$ cat config.mk
export PLATFORM = sky130hd
export DESIGN_NAME = mips_memory
export DESIGN_NICKNAME = d
export VERILOG_FILES = /design/src/mips_pkg.sv /design/src/mips_memory.sv
export SDC_FILE = /design/constraint.sdc
export NUM_CORES = 2
export LEC_CHECK = 0
export BUFFER_PORTS_ARGS = -buffer_cell sky130_fd_sc_hd__buf_2
export CAP_MARGIN = 10
export CORE_MARGIN = 2
export CORE_UTILIZATION = 45
export DETAILED_ROUTE_END_ITERATION = 16
export SLEW_MARGIN = 10
export SYNTH_ARGS = -nofsm -noshare
export SYNTH_HDL_FRONTEND = slang
export SYNTH_SLANG_ARGS = --single-unit
$ cat constraint.sdc
create_clock -name i_clk -period 6.1 [get_ports i_clk]
set_clock_uncertainty 0.15 [all_clocks]
set_input_delay 0.305 -clock i_clk [delete_from_list [all_inputs] [get_ports i_clk]]
set_output_delay 0.305 -clock i_clk [all_outputs]
set_load 0.1 [all_outputs]
$ cat src/mips_pkg.sv
package mips_pkg;

    localparam int XLEN       = 32;
    localparam int REG_ADDR_W = 5;

    // Field boundaries inside one instruction word
    localparam int OPC_LSB   = 26;
    localparam int RS_LSB    = 21;
    localparam int RT_LSB    = 16;
    localparam int RD_LSB    = 11;
    localparam int SHAMT_LSB = 6;
    localparam int IMM_W     = 16;

    typedef enum logic [5:0] {
        OPC_RTYPE = 6'h00,
        OPC_BEQ   = 6'h04,
        OPC_BNE   = 6'h05,
        OPC_ADDIU = 6'h09,
        OPC_ANDI  = 6'h0C,
        OPC_ORI   = 6'h0D,
        OPC_LUI   = 6'h0F,
        OPC_LW    = 6'h23,
        OPC_SW    = 6'h2B,
        OPC_HALT  = 6'h3F
    } opcode_e;

    typedef enum logic [5:0] {
        F_SLL  = 6'h00,
        F_SRL  = 6'h02,
        F_ADDU = 6'h21,
        F_SUBU = 6'h23,
        F_AND  = 6'h24,
        F_OR   = 6'h25,
        F_XOR  = 6'h26,
        F_SLT  = 6'h2A
    } funct_e;

    typedef enum logic [3:0] {
        ADD = 4'd0,
        SUB = 4'd1,
        AND = 4'd2,
        OR  = 4'd3,
        XOR = 4'd4,
        SLT = 4'd5,
        SLL = 4'd6,
        SRL = 4'd7,
        LUI = 4'd8
    } alu_op_e;

    // Operand source for the execute stage
    typedef enum logic [1:0] {
        FWD_NONE  = 2'd0,
        FWD_EXMEM = 2'd1,
        FWD_MEMWB = 2'd2
    } fwd_sel_e;

endpackage

$ cat src/mips_memory.sv
`timescale 1ns/100ps

module mips_memory #(
    parameter int DMEM_DEPTH = 64
) (
    input  logic                            i_clk,
    input  logic                            i_arst_n,
    input  logic                            i_step,
    input  logic [mips_pkg::XLEN-1:0]       i_mem_result,
    input  logic [mips_pkg::XLEN-1:0]       i_mem_store_data,
    input  logic [mips_pkg::REG_ADDR_W-1:0] i_mem_dest,
    input  logic                            i_mem_reg_write,
    input  logic                            i_mem_mem_read,
    input  logic                            i_mem_mem_write,
    input  logic                            i_mem_mem_to_reg,
    input  logic                            i_mem_halt,
    input  logic [mips_pkg::XLEN-1:0]       i_dbg_mem_addr,
    output logic                            o_wb_we,
    output logic [mips_pkg::REG_ADDR_W-1:0] o_wb_idx,
    output logic [mips_pkg::XLEN-1:0]       o_wb_data,
    output logic [mips_pkg::XLEN-1:0]       o_dbg_mem_data,
    output logic                            o_halt,
    output logic [mips_pkg::XLEN-1:0]       o_exmem_fwd_data,
    output logic [mips_pkg::REG_ADDR_W-1:0] o_exmem_fwd_idx,
    output logic                            o_exmem_fwd_we,
    output logic [mips_pkg::XLEN-1:0]       o_memwb_fwd_data,
    output logic [mips_pkg::REG_ADDR_W-1:0] o_memwb_fwd_idx,
    output logic                            o_memwb_fwd_we
);
    import mips_pkg::*;

    localparam int IDX_W = $clog2(DMEM_DEPTH);

    logic [XLEN-1:0] dmem [DMEM_DEPTH];
    logic [XLEN-1:0] wb_load, wb_result;
    logic            wb_mem_to_reg;

    always_ff @(posedge i_clk) begin
        if (i_step && i_mem_mem_write) begin
            dmem[i_mem_result[IDX_W+1:2]] <= i_mem_store_data;
        end
        if (i_step) begin
            wb_load   <= dmem[i_mem_result[IDX_W+1:2]];
            wb_result <= i_mem_result;
        end
    end

    always_ff @(posedge i_clk or negedge i_arst_n) begin
        if (!i_arst_n) begin
            o_wb_we       <= 1'b0;
            o_wb_idx      <= '0;
            wb_mem_to_reg <= 1'b0;
            o_halt        <= 1'b0;
        end else if (i_step) begin
            o_wb_we       <= i_mem_reg_write;
            o_wb_idx      <= i_mem_dest;
            wb_mem_to_reg <= i_mem_mem_to_reg;
            // Sticky flag that rises as the halt enters MEM/WB
            if (i_mem_halt) begin
                o_halt <= 1'b1;
            end
        end
    end

    assign o_wb_data      = wb_mem_to_reg ? wb_load : wb_result;
    assign o_dbg_mem_data = dmem[i_dbg_mem_addr[IDX_W+1:2]];

    // A load address is not its result
    assign o_exmem_fwd_data = i_mem_result;
    assign o_exmem_fwd_idx  = i_mem_dest;
    assign o_exmem_fwd_we   = i_mem_reg_write && !i_mem_mem_read;
    assign o_memwb_fwd_data = o_wb_data;
    assign o_memwb_fwd_idx  = o_wb_idx;
    assign o_memwb_fwd_we   = o_wb_we;

    a_store_in_range: assert property (@(posedge i_clk) disable iff (!i_arst_n)
        (i_step && i_mem_mem_write) |-> i_mem_result[XLEN-1:2] < DMEM_DEPTH);

endmodule

# Word level (Yosys, flattened, before mapping)
# Memory sizes are Yosys's and may differ from the RTL's. A register that Yosys moved wholly into a read port is not among the register bits.
# Cells that the tools add are included.
word_totals:
  register_bits: 40
  mem_count: 1
  wordCells: 13
  input_bits: 109
  mem_bits_rw: 2048
  output_inout_bits: 147
op_classes:
  reduce_logical: 4
  mux: 3
mem_list:
  columns: ["name", "words", "word_bits", "read_ports", "rd_clocked_by_memory_dff", "write_ports", "line", "source"]
  rows:
  - ["dmem", 64, 32, 2, 1, 1, "mips_memory.sv:34", "logic [XLEN-1:0] dmem [DMEM_DEPTH];"]
op_table:
  columns: ["op", "count"]
  rows:
  - ["32-bit 2-to-1 mux", 1]
  - ["1-bit logical AND", 2]
  - ["1-bit 2-to-1 mux", 2]
  - ["2-bit AND reduction", 1]
  - ["1-bit zero test", 1]

# Logic depth before layout (Yosys ltp)
logic_depth:
  depth_word: 3
  ltp_mapped: 12
  mapped_depth_nobuf: 6

# Least setup slack after synthesis
# Ideal clock, no wire load.
synth_timing:
  path_kind: "input to output"
  startpoint: "input port i_dbg_mem_addr[5] (netlist bit)"
  endpoint: "output port o_dbg_mem_data[13] (netlist bit)"
  cell_stages: 8
  t_required_ns: 5.645
  t_arrival_ns: 3.728
  path_slack_ns: 1.917
  path_buffers: 4
  cell_sequence: "buf_2 -> buf_4 -> clkbuf_1 -> buf_1 -> a21oi_1 -> a21oi_1 -> nor3_1 -> nor3_1"
synth_via:
  elab_chain_cells: 1
synth_lines:
  columns: ["element", "line", "source"]
  rows:
  - ["start: declaration", "mips_memory.sv:17", "input logic [mips_pkg::XLEN-1:0] i_dbg_mem_addr,"]
  - ["memory read 64 x 32 bit", null, null]
  - ["end: declaration", "mips_memory.sv:21", "output logic [mips_pkg::XLEN-1:0] o_dbg_mem_data,"]
# Every way passes these cells.

# Worst setup path in the final report
layout_timing:
  startpoint: "input port i_dbg_mem_addr[2] (netlist bit)"
  endpoint: "output port o_dbg_mem_data[22] (netlist bit)"
# The elaborated chain is that of the path after synthesis.

==> impl_results.md <==
- Status: complete, no violations
- Placed Area: 0.103 mm2
- Crit path kind: primary input to primary output
- RSZ-0062 raised after global routing: false
- Initial Util: 45.2%
- 1st-iter DRT viols: 11.4k
- Fmax: 217 MHz
- Post-synthesis instance total: 5,386
- Vias in the first global route: 60.3k
- Synth cell types: 63
- Top-area cell type share of the netlist area: 64.8%
- Design area: 0.110 mm2
- Die area: 0.221 mm2
- Hpwl dp: 225 mm
- Most common cell in the netlist: edfxtp_1
- Delay-heaviest family, CP: simple AND/OR/NAND/NOR gates
- Die X: 471 um
- DRT antenna net count: 0
- Layout cells sized above 1: 31.4%
- Die height: 471 um
- Tcrit/Tclk final: 75.4%
- Flop pwr share: 49.0%
- WL final: 378 mm
- Main synth FF type: edfxtp_1
- PostCTS Resize Cnt: 0
- Net Sw Frac: 25.7%
- Ys Warns: 0
- Largest register FFs: 2,048
- Max stage delay on crit path: 1.13 ns
- GRT Residual Overflow: 0
- Crit-path cells: buf_8 > buf_12 > nand2b_1 > o21ai_0 > a2111oi_0 > nor4b_1 > nor2_1 > o21ai_1 > buf_2
- CTS tree: yes
- Final Core Density: 50.9%
- Synthesized area: 0.0979 mm2
- Hold crit path type: primary input to flop
- Asr flop ratio synth: 0.377%
- Routed len/inst: 43.6 um
- Total power divided by cell area: 299 mW/mm2
- Worst path required time: 5.64 ns
- Final setup violating endpoints: 0
- Slew headroom: 6.17%
- Setup WS pre-CTS: 1.45 ns
- Leak pwr: 35.0 nW
- Largest net degree at the start of global routing: 109
- CP endpoint kind: primary output
- Clock slew at reported path FFs: 0.06 ns
- CTS Sinks: 2,120
- Mean Syn Cell Area: 18.2 um2
- Via density: 7.31
- H-tree depth: 4
- Combinational share of power: 11.5%
- Initial antenna violation count: 48
- Synthesized flop and latch total: 2,120
- Final hold vios: 0
- Worst EP arrival: 4.14 ns
- GRT Util Overall: 33.5%
- Worst VDD drop: 0.324 mV
- Worst Tran Pin Value: 1.41 ns
- Area Growth Syn to Fin: 12.6%
- CP max-delay cell: nor4b_1
- Hold WS: 0.0282 ns
- Number of flops mapped to enable cells by yosys: 2,112
- GPL Wtd Cong: 0.909
- Cell taking the most area after synthesis: edfxtp_1
- Final setup margin: 1.50 ns
- Mapped Nets: 5,495
- PnR Total Power: 33.0 mW
- Sequential cell area fraction in the yosys report: 65.0%
- Most frequent cells after synthesis: edfxtp_1 (2,112), mux4_2 (727), mux2i_1 (302)
- CTS root buf: clkbuf_16
- Max-cap violations: 0
- DRC: 0
- # rows: 171
- TritonCTS Buffers: 212
- Layout Cells excl Fill: 8,667
- Final Max Slew Viols: 0
- Crit start category: primary input
- NetSw: 8.48 mW
- Fin Setup TNS: 0 ns
- Min cycle time layout: 4.60 ns
- IO buf count: 229
- Largest fanout on the critical path: 51
- # IOs: 256
- First-pass GRT wire length: 509 mm
- Clk Latency, worst-skew pair: 0.89 ns
- First drt pass iteration count: 8
- Fin nets: 5,717
- Internal power consumption: 24.5 mW
- Core region area: 0.217 mm2
- # placed instances: 8,181
- Routed via count: 63.3k
- Clock power frac: 39.5%
- Buf+Inv Stages, Crit Path: 3
- Synth top area cells: edfxtp_1 (65%), mux4_2 (17%), mux2i_1 (3.1%)
- CTS Buffer Depth: 3
[final cells by class]
| cell class | count | area (um2) |
|---|---|---|
| sequential | 2120 | 63600 |
| fill | 17305 | 106000 |
| timing repair buffer | 536 | 4320 |
| multi-input combinational | 2734 | 31900 |
| tap | 2854 | 3570 |
| clock buffer | 258 | 5520 |
| inverter | 4 | 27.5 |
| antenna | 30 | 75.1 |
| clock inverter | 131 | 1250 |
[power groups by stage]
stage	registers, mW	clock network [mW]	logic [mW]
final	16.2	13.0	3.80
after global routing	16.2	13.6	3.86
after CTS	16.2	13.1	3.71
after detailed placement	16.5	0	3.67
after global placement	16.5	0	3.66
after floorplan	16.5	0	2.42
[final timing paths]
| check | startpoint | end | slack (ns) | cells past startpoint |
|---|---|---|---|---|
| hold / removal | i_mem_result[3] | wb_result[3] | 0.03 | 2 |
| min in group asynchronous | i_arst_n | o_memwb_fwd_idx[1] | 0.28 | 3 |
| max in group asynchronous | i_arst_n | wb_mem_to_reg | 5.20 | 3 |
| setup reg to reg | dmem[38][19] | wb_load[19] | 2.80 | 5 |
| setup / recovery | i_dbg_mem_addr[2] | o_dbg_mem_data[22] | 1.50 | 9 |
| hold reg to reg | o_halt | o_halt | 0.31 | 1 |
[logic make-up after synthesis]
kind of cell,count (synthesis),share of synthesized area (%)
DFF,2120,65.0
muxes,1246,22.3
AOI/OAI and AO/OA,1017,7.50
buffers and inverters,532,3.12
and+or+nand+nor,471,2.12
[timing repair]
| item | in CTS | in global routing |
|---|---|---|
| endpoints found under the hold margin | 82 | 0 |
| hold buffers | 67 | 0 |
| setup buffers | 0 | 0 |
[cell usage in the layout, fill, tap and decap left out, types with 127 or more instances in the layout]
master and count:
mux4_2 727, mux2i_1 302, o22ai_1 127, mux2_2 209, a21oi_1 164, nand2_1 135
a221oi_1 253, edfxtp_1 2112, buf_2 220, clkbuf_16 214, buf_4 192, nor2_1 131
a22oi_1 166
[layer usage]
layer	wire length [um]	vias to the layer above	share of wire, %	global-route usage (%)
li1	-	23527	-	-
met5	343	-	0.091	0
met4	25100	52	6.6	19.4
met2	164000	5577	44	48.9
met3	55000	1200	15	10.2
met1	133000	32991	35	44.4
No activity file was read; power rests on OpenSTA's default activity.
